`src/hdl/emu_pkg.sv`:
```
package emu_pkg;

    // Widths of the host register space
    typedef logic [11:0] addr_t;
    typedef logic [31:0] data_t;
    typedef logic [63:0] tick_cnt_t;

    // Register map, byte offsets
    localparam addr_t MODE_CTRL   = 12'h000;
    localparam addr_t STEP_CNT    = 12'h004;
    localparam addr_t TICK_CNT_LO = 12'h008;
    localparam addr_t TICK_CNT_HI = 12'h00C;
    localparam addr_t SCAN_CTRL   = 12'h010;

    // Banked registers, four 32-bit words each (0x0 to 0xC)
    localparam addr_t TRIG_STAT   = 12'h100;
    localparam addr_t TRIG_EN     = 12'h110;
    localparam addr_t RESET_CTRL  = 12'h120;

    // Host request payload, held stable while host_req is high
    typedef struct packed {
        logic  wr;
        addr_t addr;
        data_t wdata;
    } host_req_t;

    // Single-cycle strobe bus into the register file
    typedef struct packed {
        logic  wen;
        logic  ren;
        addr_t addr;
        data_t wdata;
    } ctrl_bus_t;

    typedef enum logic [1:0] {
        idle,
        access,
        ack_hold
    } host_state_e;

endpackage

```
`src/hdl/host_port.sv`:
```
`timescale 1ns/10ps

module host_port (
    input  logic               host_clk,
    input  logic               host_rst,
    input  logic               host_req,
    input  emu_pkg::host_req_t host_cmd,
    input  emu_pkg::data_t     ctrl_rdata,
    output logic               host_ack,
    output emu_pkg::data_t     host_rdata,
    output emu_pkg::ctrl_bus_t ctrl_bus
);

    emu_pkg::host_state_e state;

    logic           wen_q;
    logic           ren_q;
    emu_pkg::addr_t addr_q;
    emu_pkg::data_t wdata_q;

    // Handshake FSM, one strobe per request
    always_ff @(posedge host_clk) begin
        if (host_rst) begin
            state    <= emu_pkg::idle;
            wen_q    <= 1'b0;
            ren_q    <= 1'b0;
            host_ack <= 1'b0;
        end else begin
            wen_q <= 1'b0;
            ren_q <= 1'b0;
            case (state)
                emu_pkg::idle: begin
                    if (host_req) begin
                        wen_q <= host_cmd.wr;
                        ren_q <= !host_cmd.wr;
                        state <= emu_pkg::access;
                    end
                end
                emu_pkg::access: begin
                    host_ack <= 1'b1;
                    state    <= emu_pkg::ack_hold;
                end
                emu_pkg::ack_hold: begin
                    // Host may hold req as long as it likes
                    if (!host_req) begin
                        host_ack <= 1'b0;
                        state    <= emu_pkg::idle;
                    end
                end
                default: state <= emu_pkg::idle;
            endcase
        end
    end

    // Request payload and returned read data
    always_ff @(posedge host_clk) begin
        if (state == emu_pkg::idle && host_req) begin
            addr_q  <= host_cmd.addr;
            wdata_q <= host_cmd.wdata;
        end
        // Sampled in the strobe cycle, held through the ack phase
        if (state == emu_pkg::access) begin
            host_rdata <= ctrl_rdata;
        end
    end

    assign ctrl_bus = '{wen: wen_q, ren: ren_q, addr: addr_q, wdata: wdata_q};

endmodule

```
`src/hdl/emu_ctrl_regs.sv`:
```
`timescale 1ns/10ps

module emu_ctrl_regs #(
    parameter int TRIG_COUNT  = 1,
    parameter int RESET_COUNT = 1
) (
    input  logic                   host_clk,
    input  logic                   host_rst,
    input  emu_pkg::ctrl_bus_t     ctrl_bus,
    input  logic                   tick,
    input  logic                   model_busy,
    input  logic [TRIG_COUNT-1:0]  trig,
    input  logic                   scan_running,
    output emu_pkg::data_t         ctrl_rdata,
    output logic                   run_mode,
    output logic                   scan_mode,
    output logic [RESET_COUNT-1:0] model_rst,
    output logic                   scan_start,
    output logic                   scan_dir
);

    // Replace one 32-bit word of a bank of up to 128 bits
    function automatic logic [127:0] word_merge(
        input logic [127:0]   cur,
        input logic [1:0]     sel,
        input emu_pkg::data_t wdata
    );
        logic [127:0] nxt;
        nxt = cur;
        nxt[sel*32 +: 32] = wdata;
        return nxt;
    endfunction

    function automatic emu_pkg::data_t word_pick(
        input logic [127:0] bank,
        input logic [1:0]   sel
    );
        return bank[sel*32 +: 32];
    endfunction

    emu_pkg::addr_t addr;
    logic [1:0]     word_sel;

    logic hit_mode;
    logic hit_step;
    logic hit_tick_lo;
    logic hit_tick_hi;
    logic hit_scan;
    logic hit_trig_stat;
    logic hit_trig_en;
    logic hit_reset;

    logic pause_pend;
    logic trig_active;
    logic step_last;
    logic stop_run;

    emu_pkg::data_t         step_cnt;
    emu_pkg::tick_cnt_t     tick_cnt;
    logic [TRIG_COUNT-1:0]  trig_stat;
    logic [TRIG_COUNT-1:0]  trig_en;

    assign addr     = ctrl_bus.addr;
    assign word_sel = addr[3:2];

    // Single registers decode on the word address, banks on the 16-byte block
    assign hit_mode      = addr[11:2] == emu_pkg::MODE_CTRL[11:2];
    assign hit_step      = addr[11:2] == emu_pkg::STEP_CNT[11:2];
    assign hit_tick_lo   = addr[11:2] == emu_pkg::TICK_CNT_LO[11:2];
    assign hit_tick_hi   = addr[11:2] == emu_pkg::TICK_CNT_HI[11:2];
    assign hit_scan      = addr[11:2] == emu_pkg::SCAN_CTRL[11:2];
    assign hit_trig_stat = addr[11:4] == emu_pkg::TRIG_STAT[11:4];
    assign hit_trig_en   = addr[11:4] == emu_pkg::TRIG_EN[11:4];
    assign hit_reset     = addr[11:4] == emu_pkg::RESET_CTRL[11:4];

    // Stop conditions, evaluated on a tick only
    assign step_last   = step_cnt == 32'd1;
    assign trig_active = |(trig_en & trig);
    assign stop_run    = run_mode && tick && (pause_pend || trig_active || step_last);

    always_ff @(posedge host_clk) begin
        if (host_rst) begin
            run_mode   <= 1'b0;
            pause_pend <= 1'b0;
        end else if (stop_run) begin
            run_mode   <= 1'b0;
            pause_pend <= 1'b0;
        end else if (ctrl_bus.wen && hit_mode) begin
            if (ctrl_bus.wdata[0]) begin
                run_mode   <= 1'b1;
                pause_pend <= 1'b0;
            end else if (run_mode) begin
                // Pause waits for the next tick boundary
                pause_pend <= 1'b1;
            end
        end
    end

    always_ff @(posedge host_clk) begin
        if (host_rst) begin
            scan_mode <= 1'b0;
        end else if (ctrl_bus.wen && hit_mode) begin
            scan_mode <= ctrl_bus.wdata[1];
        end
    end

    // Step limit, zero means free running
    always_ff @(posedge host_clk) begin
        if (host_rst) begin
            step_cnt <= '0;
        end else if (run_mode && tick) begin
            step_cnt <= (step_cnt == '0) ? '0 : step_cnt - 32'd1;
        end else if (!run_mode && ctrl_bus.wen && hit_step) begin
            step_cnt <= ctrl_bus.wdata;
        end
    end

    always_ff @(posedge host_clk) begin
        if (host_rst) begin
            tick_cnt <= '0;
        end else if (run_mode && tick) begin
            tick_cnt <= tick_cnt + 64'd1;
        end else if (!run_mode && ctrl_bus.wen) begin
            if (hit_tick_lo) begin
                tick_cnt[31:0] <= ctrl_bus.wdata;
            end
            if (hit_tick_hi) begin
                tick_cnt[63:32] <= ctrl_bus.wdata;
            end
        end
    end

    // Trigger snapshot, frozen while paused
    always_ff @(posedge host_clk) begin
        if (host_rst) begin
            trig_stat <= '0;
        end else if (run_mode) begin
            trig_stat <= trig;
        end
    end

    always_ff @(posedge host_clk) begin
        if (host_rst) begin
            trig_en <= '0;
        end else if (ctrl_bus.wen && hit_trig_en) begin
            trig_en <= TRIG_COUNT'(word_merge(128'(trig_en), word_sel, ctrl_bus.wdata));
        end
    end

    always_ff @(posedge host_clk) begin
        if (host_rst) begin
            model_rst <= '0;
        end else if (ctrl_bus.wen && hit_reset) begin
            model_rst <= RESET_COUNT'(word_merge(128'(model_rst), word_sel, ctrl_bus.wdata));
        end
    end

    // Direction is locked during a transfer
    always_ff @(posedge host_clk) begin
        if (host_rst) begin
            scan_dir <= 1'b0;
        end else if (ctrl_bus.wen && hit_scan && !scan_running) begin
            scan_dir <= ctrl_bus.wdata[1];
        end
    end

    assign scan_start = ctrl_bus.wen && hit_scan && ctrl_bus.wdata[0];

    // Read mux, valid during the read strobe
    always_comb begin
        ctrl_rdata = '0;
        if (ctrl_bus.ren) begin
            if (hit_mode) begin
                ctrl_rdata = {28'd0, model_busy, pause_pend, scan_mode, run_mode};
            end else if (hit_step) begin
                ctrl_rdata = step_cnt;
            end else if (hit_tick_lo) begin
                ctrl_rdata = tick_cnt[31:0];
            end else if (hit_tick_hi) begin
                ctrl_rdata = tick_cnt[63:32];
            end else if (hit_scan) begin
                ctrl_rdata = {30'd0, scan_dir, scan_running};
            end else if (hit_trig_stat) begin
                ctrl_rdata = word_pick(128'(trig_stat), word_sel);
            end else if (hit_trig_en) begin
                ctrl_rdata = word_pick(128'(trig_en), word_sel);
            end else if (hit_reset) begin
                ctrl_rdata = word_pick(128'(model_rst), word_sel);
            end
        end
    end

endmodule

```
`src/hdl/tick_gen.sv`:
```
`timescale 1ns/10ps

module tick_gen #(
    parameter int TICK_DIV = 4
) (
    input  logic host_clk,
    input  logic host_rst,
    input  logic run_mode,
    input  logic model_busy,
    output logic tick
);

    localparam int              CNT_W    = $clog2(TICK_DIV);
    localparam logic [CNT_W-1:0] CNT_LAST = CNT_W'(TICK_DIV - 1);

    logic [CNT_W-1:0] div_cnt;

    // First pulse lands TICK_DIV cycles after run_mode rises
    always_ff @(posedge host_clk) begin
        if (host_rst) begin
            div_cnt <= '0;
            tick    <= 1'b0;
        end else if (!run_mode) begin
            // Paused, restart from zero
            div_cnt <= '0;
            tick    <= 1'b0;
        end else if (model_busy) begin
            // Hold the phase while the model catches up
            tick <= 1'b0;
        end else if (div_cnt == CNT_LAST) begin
            div_cnt <= '0;
            tick    <= 1'b1;
        end else begin
            div_cnt <= div_cnt + 1'b1;
            tick    <= 1'b0;
        end
    end

endmodule

```
`src/hdl/scan_engine.sv`:
```
`timescale 1ns/10ps

module scan_engine #(
    parameter int SCAN_LEN = 16
) (
    input  logic host_clk,
    input  logic host_rst,
    input  logic scan_start,
    input  logic scan_dir,
    input  logic scan_out,
    output logic scan_running,
    output logic scan_en,
    output logic scan_in
);

    localparam int               CNT_W    = (SCAN_LEN > 1) ? $clog2(SCAN_LEN) : 1;
    localparam logic [CNT_W-1:0] BIT_LAST = CNT_W'(SCAN_LEN - 1);

    logic [CNT_W-1:0] bit_cnt;

    // Transfer runs for exactly SCAN_LEN shift cycles
    always_ff @(posedge host_clk) begin
        if (host_rst) begin
            scan_running <= 1'b0;
            bit_cnt      <= '0;
        end else if (!scan_running) begin
            if (scan_start) begin
                scan_running <= 1'b1;
                bit_cnt      <= '0;
            end
        end else if (bit_cnt == BIT_LAST) begin
            scan_running <= 1'b0;
        end else begin
            bit_cnt <= bit_cnt + 1'b1;
        end
    end

    // Chain shifts only while the transfer is active
    assign scan_en = scan_running;

    // Rotate feeds the chain output back, clear shifts in zeros
    assign scan_in = scan_dir ? 1'b0 : scan_out;

endmodule

```
`src/hdl/emu_sys_top.sv`:
```
`timescale 1ns/10ps

module emu_sys_top #(
    parameter int TRIG_COUNT  = 1,
    parameter int RESET_COUNT = 1,
    parameter int TICK_DIV    = 4,
    parameter int SCAN_LEN    = 16
) (
    input  logic                   host_clk,
    input  logic                   host_rst,
    input  logic                   host_req,
    input  emu_pkg::host_req_t     host_cmd,
    output logic                   host_ack,
    output emu_pkg::data_t         host_rdata,
    input  logic                   model_busy,
    input  logic [TRIG_COUNT-1:0]  trig,
    input  logic                   scan_out,
    output logic                   model_tick,
    output logic                   run_mode,
    output logic                   scan_mode,
    output logic [RESET_COUNT-1:0] model_rst,
    output logic                   scan_en,
    output logic                   scan_in
);

    emu_pkg::ctrl_bus_t ctrl_bus;
    emu_pkg::data_t     ctrl_rdata;

    logic scan_start;
    logic scan_dir;
    logic scan_running;

    host_port u_host_port (
        .host_clk   (host_clk),
        .host_rst   (host_rst),
        .host_req   (host_req),
        .host_cmd   (host_cmd),
        .ctrl_rdata (ctrl_rdata),
        .host_ack   (host_ack),
        .host_rdata (host_rdata),
        .ctrl_bus   (ctrl_bus)
    );

    emu_ctrl_regs #(
        .TRIG_COUNT  (TRIG_COUNT),
        .RESET_COUNT (RESET_COUNT)
    ) u_ctrl_regs (
        .host_clk     (host_clk),
        .host_rst     (host_rst),
        .ctrl_bus     (ctrl_bus),
        .tick         (model_tick),
        .model_busy   (model_busy),
        .trig         (trig),
        .scan_running (scan_running),
        .ctrl_rdata   (ctrl_rdata),
        .run_mode     (run_mode),
        .scan_mode    (scan_mode),
        .model_rst    (model_rst),
        .scan_start   (scan_start),
        .scan_dir     (scan_dir)
    );

    // Tick drives the model directly
    tick_gen #(
        .TICK_DIV (TICK_DIV)
    ) u_tick_gen (
        .host_clk   (host_clk),
        .host_rst   (host_rst),
        .run_mode   (run_mode),
        .model_busy (model_busy),
        .tick       (model_tick)
    );

    scan_engine #(
        .SCAN_LEN (SCAN_LEN)
    ) u_scan_engine (
        .host_clk     (host_clk),
        .host_rst     (host_rst),
        .scan_start   (scan_start),
        .scan_dir     (scan_dir),
        .scan_out     (scan_out),
        .scan_running (scan_running),
        .scan_en      (scan_en),
        .scan_in      (scan_in)
    );

endmodule

```
`config.mk`:
```
export PLATFORM = sky130hd
export DESIGN_NAME = emu_sys_top
export DESIGN_NICKNAME = d
export VERILOG_FILES = /design/src/hdl/emu_pkg.sv /design/src/hdl/host_port.sv /design/src/hdl/emu_ctrl_regs.sv /design/src/hdl/tick_gen.sv /design/src/hdl/scan_engine.sv /design/src/hdl/emu_sys_top.sv
export SDC_FILE = /design/constraint.sdc
export NUM_CORES = 1
export LEC_CHECK = 0
export BUFFER_PORTS_ARGS = -buffer_cell sky130_fd_sc_hd__clkbuf_2
export CAP_MARGIN = 20
export CORE_MARGIN = 2
export CORE_UTILIZATION = 46
export DETAILED_ROUTE_END_ITERATION = 8
export HOLD_SLACK_MARGIN = 0.12
export PLACE_DENSITY = 0.66
export SYNTH_ARGS = -nofsm -noshare
export SYNTH_HDL_FRONTEND = slang
export SYNTH_SLANG_ARGS = --single-unit
```
`constraint.sdc`:
```
create_clock -name host_clk -period 3.26 [get_ports host_clk]
set_input_delay 0.163 -clock host_clk [delete_from_list [all_inputs] [get_ports host_clk]]
set_output_delay 0.163 -clock host_clk [all_outputs]
set_load 0.02 [all_outputs]
```
==> summary.txt, run 1 <==
Run status
  – Status: finished, final reports clean

Drt
  – DR vias: 9814
  – Starting DRT DRC Count: 1326
  – Antenna Nets Post-Route: 0
  – WL per Instance: 20.3 um
  – Total iterations of the first detailed-routing run: 6
  – Final wirelength: 31700 um
  – DRC: 0
  – Via density: 6.28

Synth
  – Post-synthesis net count: 1215
  – Synth async-reset ratio: 0%
  – Post-Synthesis Cell Area: 10000 um^2
  – YS warnings: 0
  – Synth Area per Inst: 8.70 um^2
  – Yosys top cell area share: 23.1%
  – Count leader, synth: nor2_1
  – Synth area leader: dfxtp_1
  – Top_reg_cell synth: dfxtp_1
  – Synth Instances: 1154
  – Commonest cells post-synth: nor2_1 (149), dfxtp_1 (116), a21oi_1 (110)
  – Post-synth EDFFs: 74
  – Number of distinct library cells after synthesis: 80
  – Part of the Yosys area used for sequential elements: 45.3%
  – Area contributors post-synth: dfxtp_1 (23%), edfxtp_1 (22%), nor2_1 (5.6%), a21oi_1 (5.5%), nand2_1 (4.1%)
  – Yosys reg bits: 190

Min path
  – HP Class: input port to register

Final layout
  – Syn-to-layout area delta: 17.4%
  – Nets: 1330
  – Fin util: 54.5%
  – Fill cells: 2010
  – Layout cells sized above 1: 14.7%
  – N_diodes: 0

Floorplanning
  – # IOs: 90
  – Die Area: 23000 um^2
  – Vert. Die Dim: 152 um
  – Standard-cell rows: 54
  – Initial Utilization: 46.4%
  – Die Wd: 152 um
  – Core ar.: 21600 um^2

Global route
  – Global-route wire length before repair: 49500 um
  – Most crowded layer after global routing: met1
  – Total grt overflow: 0
  – GR Util All Layers: 28.0%
  – Vias in the first global route: 8661
  – Antenna violations before repair: 0
  – Met1 GRT Util: 42.2%
  – Largest net degree at the start of global routing: 63
  – Met3 Usage GRT: 5.63%
  – Met2 Track Usage GR: 40.1%

STA
  – RSZ-0062 raised after global routing: no
  – Achievable frequency: 362 MHz
  – Final setup violating endpoints: 0
  – Fin Setup TNS: 0 ns
  – Final Cycle Share: 84.7%
  – Max-slew violation count: 0
  – Worst Max-Slew Pin Slew: 0.973 ns
  – Tmin final: 2.76 ns
  – Skew final: 0.00630 ns
  – Final-report hold violation count: 0
  – Relative slew margins: 35.1%

Place
  – Routability-driven placement congestion ratio: 0.949
  – IO buf count: 87
  – Post-DP HPWL: 22300 um

Clock network
  – Total CTS buffers: 17
  – Clk Latency, worst-skew pair: 0.44 ns
  – Post-CTS Setup Bufs: 0
  – Hold Buf Count CTS: 47
  – Sink Count: 190
  – Buffer levels on the longest clock path: 2
  – Cts repair resizes: 0
  – TritonCTS clock tree: built
  – Htree depth: 4
  – Root Driver: clkbuf_16
  – Worst-path clk slew: 0.07 ns

Critical path
  – CP Class: register to register
  – Critical Path RT: 3.60 ns
  – Critical path capture point type: register
  – Crit path DAT: 3.10 ns
  – Worst setup SP type: register
  – CP Max Fanout: 7

Power and ir drop
  – Maximum vdd ir drop: 0.000364 V
  – Sw frac: 24.0%
  – Clock share of power: 41.0%
  – Part of the power in registers: 54.4%
  – Combinational power share: 4.6%
  – Int Power: 3620 uW
  – Leak Pwr: 0.00422 uW
  – Psw: 1150 uW
  – P per Cell Area: 404 nW/um^2

Flow run
  – Max cap viols: 0
-- stage by stage --
step	instances	setup slack, ns	hold WS (ns)	area, um^2	total power (uW)
3_5_place_dp	1483	0.584	0.342	10800	2820
3_3_place_gp	1483	0.622	0.339	10800	2810
2_1_floorplan	1154	0.573	0.239	10000	2710
4_1_cts	1562	0.554	0.271	11800	4780
5_1_grt	1562	0.384	0.295	11800	4890
6_report	1562	0.497	0.280	11800	4760
-- path summary, 6_finish.rpt --
path	cells after the start	slack, ns	startpoint	endpoint
worst max-delay path	6	0.50	u_ctrl_regs.tick_cnt[2]$_SDFFE_PP0P_	u_ctrl_regs.tick_cnt[29]$_SDFFE_PP0P_
worst min-delay path	2	0.28	host_rst	u_ctrl_regs.step_cnt[0]$_SDFFE_PP0P_
worst max register to register	6	0.50	u_ctrl_regs.tick_cnt[2]$_SDFFE_PP0P_	u_ctrl_regs.tick_cnt[29]$_SDFFE_PP0P_
worst min register to register	2	0.49	u_ctrl_regs.scan_mode$_SDFFE_PP0P_	u_ctrl_regs.scan_mode$_SDFFE_PP0P_
-- final cells by class --
class                      count  area [um^2]  area share (%)
clock inverter                13         91.3           0.775
clock buffer                  19          443            3.76
multi-input combinational    872         5110            43.3
sequential                   190         4540            38.5
inverter                      20         75.1           0.637
tap                          280          350            2.97
timing repair buffer         168         1180            9.97
-- critical path: stages, from the launching register on --
cell and delay [ns]:
dfxtp_1 0.49, nand4_2 0.20, or4_1 0.68, nor4_4 0.64, and4_1 0.28, nor3_1 0.05
a2111oi_2 0.32
-- power by group through the flow --
stage	registers [uW]	clock network (uW)	logic [uW]
after floorplan	2630	0	79.8
after global placement	2640	0	171
after detailed placement	2640	0	175
after CTS	2590	1970	219
after global routing	2590	2060	239
final	2590	1950	220
-- cell families after synthesis --
family / after synthesis / synth area share (%)
and+or+nand+nor: 523 / 26.9
AOI/OAI and AO/OA: 302 / 19.1
xor gates and xnor gates: 18 / 1.57
DFF: 190 / 45.3
adders and majority gates: 10 / 1.25
buffers and inverters: 92 / 3.99
muxes: 19 / 1.93
-- state kept, by name (all words and copies together), names as in the netlist, 2 cells and up --
register,count
u_scan_engine.bit_cnt,4
u_tick_gen.div_cnt,2
u_host_port.host_rdata,32
u_ctrl_regs.step_cnt,32
u_ctrl_regs.tick_cnt,64
u_host_port.wdata_q,32
u_host_port.state,2
u_host_port.addr_q,10
-- cells in the final DEF, fill, tap and decap left out, drive strengths merged, types with 4 or more instances in the layout --
master / count
nor2: 152
dfxtp: 116
a21oi: 110
nand2: 109
clkbuf: 105
edfxtp: 74
nand3: 54
dlygate4sd3: 47
o21ai: 40
a22oi: 36
a31oi: 35
buf: 35
nor3: 35
nand4: 34
nor4: 27
inv: 22
or3: 19
and4: 19
and3: 17
mux2i: 16
o211ai: 16
xor2: 13
clkinv: 11
ha: 10
and2: 10
or4: 9
nor2b: 7
or2: 7
nor3b: 6
o31ai: 6
nand2b: 5
a32oi: 5
xnor2: 5
a21o: 5
a211oi: 5
nand3b: 5
nor4b: 5
a2bb2oi: 4
-- metal layers --
layer | wire (um) | up-vias
met5 | 0 | -
met4 | 853 | 0
met2 | 13500 | 541
met3 | 3210 | 65
met1 | 14200 | 4657
li1 | - | 4551
Note: power is estimated with default switching activity, not from simulation.
==> run 2, diff against run 1 <==
Settings changed: ABC_AREA from default to 1.
Clock period 3.26 ns to 2.8 ns, I/O delays scaled along.
==> run 2 against run 1 <==
  * Via count up 13%
  * Critical path type unchanged
  * Wire length up 22%
  * Clock power is 27% higher
==> summary.txt, run 2 <==
Run status
  – Status: finished, final reports clean (unchanged)

Synth
  – Area contributors post-synth: dfxtp_1 (21%), edfxtp_1 (20%), nand2_1 (10%), o21ai_0 (6.5%), inv_1 (6.2%) (was dfxtp_1 (23%), edfxtp_1 (22%), nor2_1 (5.6%), a21oi_1 (5.5%), nand2_1 (4.1%))
  – YS warnings: 0 (unchanged)
  – Yosys top cell area share: 21.1% (was 23.1%)
  – Synth Area per Inst: 7.26 um^2 (was 8.70 um^2)
  – Post-synthesis net count: 1573 (was 1215)
  – Synth async-reset ratio: 0% (unchanged)
  – Post-synth EDFFs: 74 (unchanged)
  – Count leader, synth: nand2_1 (was nor2_1)
  – Synth Instances: 1512 (was 1154)
  – Number of distinct library cells after synthesis: 44 (was 80)
  – Part of the Yosys area used for sequential elements: 41.4% (was 45.3%)
  – Top_reg_cell synth: dfxtp_1 (unchanged)
  – Synth area leader: dfxtp_1 (unchanged)
  – Yosys reg bits: 190 (unchanged)
  – Post-Synthesis Cell Area: 11000 um^2 (was 10000 um^2)
  – Commonest cells post-synth: nand2_1 (296), inv_1 (180), nor2_1 (168) (was nor2_1 (149), dfxtp_1 (116), a21oi_1 (110))

Place
  – Post-DP HPWL: 28400 um (was 22300 um)
  – Area after DPL: 11700 um^2 (was 10800 um^2)
  – Place WS: 0.521 ns (was 0.584 ns)
  – Inst Count DP: 1879 (was 1483)
  – IO buf count: 87 (unchanged)
  – Routability-driven placement congestion ratio: 1.05 (was 0.949)

Min path
  – Worst Hold Depth: 3 (was 2)
  – WHS Endpoint: u_ctrl_regs.tick_cnt[32]$_SDFFE_PP0P_ (was u_ctrl_regs.step_cnt[0]$_SDFFE_PP0P_)
  – Hold Crit Start: host_rst (unchanged)
  – HP Class: input port to register (unchanged)

Critical path
  – Critical Path RT: 3.05 ns (was 3.60 ns)
  – Worst setup SP type: register (unchanged)
  – CP Class: register to register (unchanged)
  – CP Max Fanout: 28 (was 7)
  – Flop-to-flop setup slack: 0.42 ns (was 0.50 ns)
  – FF-to-FF Start: u_host_port.addr_q[5]$_DFFE_PP_ (was u_ctrl_regs.tick_cnt[2]$_SDFFE_PP0P_)
  – Crit path DAT: 2.63 ns (was 3.10 ns)
  – Register-to-Register Path Depth: 8 (was 6)
  – Critical path capture point type: register (unchanged)
  – Reg2reg end: u_host_port.host_rdata[16]$_SDFFCE_PP0P_ (was u_ctrl_regs.tick_cnt[29]$_SDFFE_PP0P_)

Clock network
  – Buffer levels on the longest clock path: 2 (unchanged)
  – Sink Count: 190 (unchanged)
  – TritonCTS clock tree: built (unchanged)
  – Cts repair resizes: 0 (unchanged)
  – Clk Latency, worst-skew pair: 0.46 ns (was 0.44 ns)
  – Root Driver: clkbuf_16 (unchanged)
  – Htree depth: 4 (unchanged)
  – Worst-path clk slew: 0.08 ns (was 0.07 ns)
  – Total CTS buffers: 17 (unchanged)

STA
  – Relative slew margins: 57.2% (was 35.1%)
  – Achievable frequency: 420 MHz (was 362 MHz)
  – Worst Setup Slack, final: 0.417 ns (was 0.497 ns)
  – Final-report hold violation count: 0 (unchanged)
  – RSZ-0062 raised after global routing: no (unchanged)
  – Skew final: 0.0204 ns (was 0.00630 ns)
  – Tmin final: 2.38 ns (was 2.76 ns)
  – Max-slew violation count: 0 (unchanged)
  – Final setup violating endpoints: 0 (unchanged)
  – Worst Max-Slew Pin Slew: 0.638 ns (was 0.973 ns)
  – Final Cycle Share: 85.1% (was 84.7%)
  – Fin Setup TNS: 0 ns (unchanged)

Floorplanning
  – Die Area: 25100 um^2 (was 23000 um^2)
  – Die Wd: 159 um (was 152 um)
  – # IOs: 90 (unchanged)
  – Standard-cell rows: 56 (was 54)
  – Vert. Die Dim: 159 um (was 152 um)
  – Core ar.: 23500 um^2 (was 21600 um^2)
  – Initial Utilization: 46.8% (was 46.4%)

Final layout
  – Largest Register: u_ctrl_regs.tick_cnt (unchanged)
  – Layout cells sized above 1: 11.8% (was 14.7%)
  – Syn-to-layout area delta: 16.6% (was 17.4%)
  – Most frequent cells in the layout: nand2_1 (295), inv_1 (178), nor2_1 (167) (was nor2_1 (148), dfxtp_1 (116), a21oi_1 (110))
  – Cell Count, Final, Fillers Out: 1957 (was 1562)
  – FF+latch area: 4540 um^2 (unchanged)
  – Fill cells: 2284 (was 2010)
  – Max FFs per register: 64 (unchanged)
  – Area of the multi-input gates: 5460 um^2 (was 5110 um^2)
  – Final Cell Area: 12800 um^2 (was 11800 um^2)
  – Nets: 1686 (was 1330)
  – N_diodes: 0 (unchanged)
  – Most common cell after layout, fill and taps aside: nand2_1 (was nor2_1)

Drt
  – Top layer in use: met4 (unchanged)
  – Starting DRT DRC Count: 1197 (was 1326)
  – WL per Instance: 19.8 um (was 20.3 um)
  – DR WL met3: 3690 um (was 3210 um)
  – Wire length on met1: 17400 um (was 14200 um)
  – Met2 Routed Length: 16700 um (was 13500 um)
  – Final wirelength: 38700 um (was 31700 um)
  – Antenna Nets Post-Route: 0 (unchanged)
  – DR vias: 11073 (was 9814)
  – Via density: 5.66 (was 6.28)
  – DRC: 0 (unchanged)
  – Total iterations of the first detailed-routing run: 6 (unchanged)

Power and ir drop
  – Maximum vdd ir drop: 0.000365 V (was 0.000364 V)
  – P per Cell Area: 451 nW/um^2 (was 404 nW/um^2)
  – Leak Pwr: 0.00481 uW (was 0.00422 uW)
  – Overall Power: 5780 uW (was 4760 uW)

Global route
  – GR Util All Layers: 31.3% (was 28.0%)
  – Global-route wire length before repair: 58300 um (was 49500 um)
  – Vias in the first global route: 10114 (was 8661)
  – Largest net degree at the start of global routing: 77 (was 63)
  – Antenna violations before repair: 1 (was 0)
  – Total grt overflow: 0 (unchanged)

Flow run
  – Max cap viols: 0 (unchanged)
==> run 2: final cells by class <==
class | instances | share of cell area (%)
repair buffers | 154 | 8.52
inverters | 191 | 5.60
clock buffers | 18 | 3.52
well taps | 319 | 3.12
clock inverters | 14 | 1.10
multi-input cells | 1071 | 42.6
flip-flops and latches | 190 | 35.5
==> run 2: worst max path at each step <==
stage                                              start                                        to  depth (start not counted)
floorplan              u_host_port.state[1]$_SDFFE_PP0P_              u_host_port.ren_q$_SDFF_PP0_                          3
global placement         u_host_port.addr_q[2]$_DFFE_PP_  u_host_port.host_rdata[17]$_SDFFCE_PP0P_                          8
detailed placement  u_ctrl_regs.step_cnt[0]$_SDFFE_PP0P_     u_ctrl_regs.step_cnt[25]$_SDFFE_PP0P_                         11
CTS                      u_host_port.addr_q[5]$_DFFE_PP_  u_host_port.host_rdata[28]$_SDFFCE_PP0P_                          8
global route             u_host_port.addr_q[2]$_DFFE_PP_  u_host_port.host_rdata[20]$_SDFFCE_PP0P_                          8
finish                   u_host_port.addr_q[5]$_DFFE_PP_  u_host_port.host_rdata[16]$_SDFFCE_PP0P_                          8
==> run 2: cell families after synthesis <==
| group | synth area share (%) |
|---|---|
| adder cells (fa/ha/maj) | 1.14 |
| AND/OR/NAND/NOR | 26.6 |
| AO/OA/AOI/OAI | 18.4 |
| XOR/XNOR | 3.35 |
| buffers and inverters | 9.18 |
| flip-flops | 41.4 |
==> run 2: what timing repair did <==
| item | in CTS | in global routing |
|---|---|---|
| hold buffers | 46 | 0 |
| buffers inserted | 0 | 0 |
| endpoints found under the hold margin | 50 | 0 |
==> run 2: stage by stage <==
stage | hold WS (ns) | utilization (%)
after floorplan | 0.212 | -
after detailed placement | 0.319 | 50.1
after global routing | 0.238 | 54.5
after global placement | 0.317 | 50.1
after CTS | 0.224 | 54.5
final | 0.221 | 54.5
==> run 2: where the power goes <==
part / switching, uW / leakage [uW] / internal, uW
Combinational: 216 / 0.00288 / 113
Sequential: 32.8 / 0.00164 / 2940
Clock: 1240 / 0.000287 / 1240
Total: 1490 / 0.00481 / 4290
==> run 2: critical path, cell delays in order (launching register included) <==
cell and delay (ns):
edfxtp_1 0.42, nor2_1 0.31, inv_2 0.11, nor2_4 0.15
nand3_2 0.36, buf_12 0.32, o21ai_0 0.09, a31oi_1 0.11
a211oi_1 0.29
==> run 2: layer usage <==
metal  track usage, %  up-vias
li1                 -     5351
met1             45.0     5158
met2             47.3      505
met3             6.51       59
met4             9.57        0
met5                0        -
==> run 3, diff against run 2 <==
Settings changed: CAP_MARGIN 20 to 25, SYNTH_HIERARCHICAL from default to 1.
==> run 3 against run 2 <==
  * The run now ends with design-rule violations left
  * Utilization fell by 0.51 points
  * Synthesized area rose by 4.2%
  * Non-clock buffer count fell by 5
  * Combinational power rose by 2%
  * Highest routed layer unchanged
  * Largest power group unchanged
  * Global-route usage fell by 1.0 points
==> summary.txt, run 3 <==
Run status
  – Status: finished with violations (was finished, final reports clean)
  – Failing checks: design-rule violations

Critical path
  – Buf/Inv on CP: 2 (unchanged)
  – CP peak stage delay: 0.43 ns (was 0.42 ns)
  – Critical path capture point type: register (unchanged)
  – Crit path DAT: 2.77 ns (was 2.63 ns)
  – Crit path cell chain: inv_1 > ha_1 > nand4_1 > nor2_4 > nand2_2 > nor2_2 > nor2_2 > buf_4 > nand3_1 > a31oi_1 (was nor2_1 > inv_2 > nor2_4 > nand3_2 > buf_12 > o21ai_0 > a31oi_1 > a211oi_1)
  – Slowest stage cell, crit path: nor2_2 (was edfxtp_1)
  – Worst setup SP type: register (unchanged)
  – CP delay by family, top: simple AND/OR/NAND/NOR gates (unchanged)
  – Flop-to-flop setup slack: 0.40 ns (was 0.42 ns)
  – CP Max Fanout: 19 (was 28)
  – FF-to-FF Start: u_ctrl_regs/step_cnt[0]$_SDFFE_PP0P_ (was u_host_port.addr_q[5]$_DFFE_PP_)
  – CP Class: register to register (unchanged)
  – Worst path most repeated cell: nor2_2
  – Critical Path RT: 3.17 ns (was 3.05 ns)
  – Worst Setup SP: u_ctrl_regs/step_cnt[0]$_SDFFE_PP0P_ (was u_host_port.addr_q[5]$_DFFE_PP_)

Floorplanning
  – Core ar.: 24400 um^2 (was 23500 um^2)
  – # IOs: 90 (unchanged)
  – Die Area: 26200 um^2 (was 25100 um^2)
  – Standard-cell rows: 57 (was 56)
  – Vert. Die Dim: 162 um (was 159 um)
  – Die Wd: 162 um (was 159 um)
  – Initial Utilization: 46.9% (was 46.8%)

Final layout
  – N_diodes: 0 (unchanged)
  – Most frequent cells in the layout: nand2_1 (335), inv_1 (200), nor2_1 (174) (was nand2_1 (295), inv_1 (178), nor2_1 (167))
  – Largest Register: u_ctrl_regs/tick_cnt (was u_ctrl_regs.tick_cnt)
  – Layout cells sized above 1: 13.9% (was 11.8%)
  – Final Cell Area: 13200 um^2 (was 12800 um^2)
  – Max FFs per register: 64 (unchanged)
  – Syn-to-layout area delta: 15.2% (was 16.6%)
  – Nets: 1769 (was 1686)
  – Most common cell after layout, fill and taps aside: nand2_1 (unchanged)

Clock network
  – Sink Count: 190 (unchanged)
  – Htree depth: 4 (unchanged)
  – TritonCTS clock tree: built (unchanged)
  – Total CTS buffers: 17 (unchanged)
  – Buffer levels on the longest clock path: 2 (unchanged)
  – Worst-path clk slew: 0.07 ns (was 0.08 ns)
  – Clk Latency, worst-skew pair: 0.45 ns (was 0.46 ns)
  – Post-CTS Setup Bufs: 0 (unchanged)
  – Root Driver: clkbuf_16 (unchanged)

STA
  – Final-report hold violation count: 0 (unchanged)
  – Tmin final: 2.40 ns (was 2.38 ns)
  – Final Cycle Share: 85.6% (was 85.1%)
  – Hold_ws: 0.271 ns (was 0.221 ns)
  – Achievable frequency: 417 MHz (was 420 MHz)
  – Fin Setup TNS: 0 ns (unchanged)
  – Final setup violating endpoints: 0 (unchanged)
  – Relative slew margins: 41.9% (was 57.2%)
  – RSZ-0062 raised after global routing: no (unchanged)
  – Max-slew violation count: 0 (unchanged)
  – Skew final: 0.0131 ns (was 0.0204 ns)
  – Worst Max-Slew Pin Slew: 0.872 ns (was 0.638 ns)

Flow run
  – Max cap viols: 0 (unchanged)

Synth
  – Synth Area per Inst: 7.13 um^2 (was 7.26 um^2)
  – Synth Instances: 1605 (was 1512)
  – Post-synthesis net count: 1666 (was 1573)
  – Post-Synthesis Cell Area: 11400 um^2 (was 11000 um^2)
  – YS warnings: 6 (was 0)

Global route
  – Antenna violations before repair: 0 (was 1)
  – GR Util All Layers: 30.3% (was 31.3%)
  – Global-route wire length before repair: 60000 um (was 58300 um)
  – Total grt overflow: 0 (unchanged)
  – Vias in the first global route: 10221 (was 10114)
  – Largest net degree at the start of global routing: 77 (unchanged)

Drt
  – Antenna Nets Post-Route: 0 (unchanged)
  – DRC: 1 (was 0)
  – WL per Instance: 19.2 um (was 19.8 um)
  – Final wirelength: 39300 um (was 38700 um)
  – Total iterations of the first detailed-routing run: 9 (was 6)
  – Starting DRT DRC Count: 1300 (was 1197)
  – DR vias: 11381 (was 11073)
  – Via density: 5.57 (was 5.66)

Min path
  – HP Class: input port to register (unchanged)
  – Hold Crit Start: host_rst (unchanged)

Power and ir drop
  – Maximum vdd ir drop: 0.000283 V (was 0.000365 V)
  – P per Cell Area: 447 nW/um^2 (was 451 nW/um^2)
  – Leak Pwr: 0.00526 uW (was 0.00481 uW)

Place
  – Routability-driven placement congestion ratio: 0.958 (was 1.05)
  – Area after DPL: 12100 um^2 (was 11700 um^2)
  – Post-DP HPWL: 29500 um (was 28400 um)
  – IO buf count: 87 (unchanged)
run 3: cell count changes in the layout (fill, tap and decap cells not counted), sizes merged, moves of 17 or more:
cell / before / now
o221ai: 1 / 25
nand2: 304 / 351
inv: 197 / 226
nor2: 179 / 206
a211oi: 23 / 0
a31oi: 83 / 48
nor3: 50 / 67
run 3: final timing paths:
check / endpoint / cells past startpoint
worst max-delay path: u_ctrl_regs/step_cnt[23]$_SDFFE_PP0P_ / 10
worst min-delay path: u_ctrl_regs/tick_cnt[32]$_SDFFE_PP0P_ / 3
worst max register to register: u_ctrl_regs/step_cnt[23]$_SDFFE_PP0P_ / 10
worst min register to register: u_ctrl_regs/model_rst$_SDFFE_PP0P_ / 2
run 3: cell type report:
| class | instances | area (um^2) |
|---|---|---|
| fill | 2440 | 11200 |
| multi-input combinational | 1127 | 5710 |
| sequential | 190 | 4540 |
| timing repair buffer | 149 | 1060 |
| inverter | 223 | 842 |
| clock buffer | 23 | 522 |
| tap | 324 | 405 |
| clock inverter | 9 | 92.6 |
run 3: per-stage QoR:
step           worst slack (ns)  power (uW)  utilization [%]  std cells
6_report                  0.402        5890             54.0       2045
5_1_grt                   0.134        6040             54.0       2045
4_1_cts                   0.219        5910             54.0       2044
3_5_place_dp              0.226        3310             49.5       1966
3_3_place_gp              0.291        3300             49.5       1966
2_1_floorplan             0.312        3170                -       1605
run 3: power by group:
part,switching (uW),internal [uW],total [uW]
logic,219,117,336
registers,31.0,2940,2970
clock network,1160,1420,2580
run 3: routing by layer:
| metal | vias up | wire [um] | global-route usage [%] | part of all wire (%) |
|---|---|---|---|---|
| li1 | 5546 | - | - | - |
| met1 | 5273 | 18300 | 46.0 | 47 |
| met2 | 529 | 16700 | 45.1 | 42 |
| met3 | 33 | 3690 | 5.18 | 9.4 |
| met4 | 0 | 609 | 6.56 | 1.6 |
| met5 | - | 0 | 0 | 0 |
run 3: worst min-delay path, stage by stage:
cell and delay [ns]:
clkbuf_2 0.09, buf_4 0.28, nor2_1 0.15
run 3: repair_timing:
item / 4_1_cts / 5_1_grt
endpoints found under the hold margin: 50 / 0
resized for setup: 0 / 1
hold buffers: 46 / 0
endpoints found under the setup margin: 0 / 8
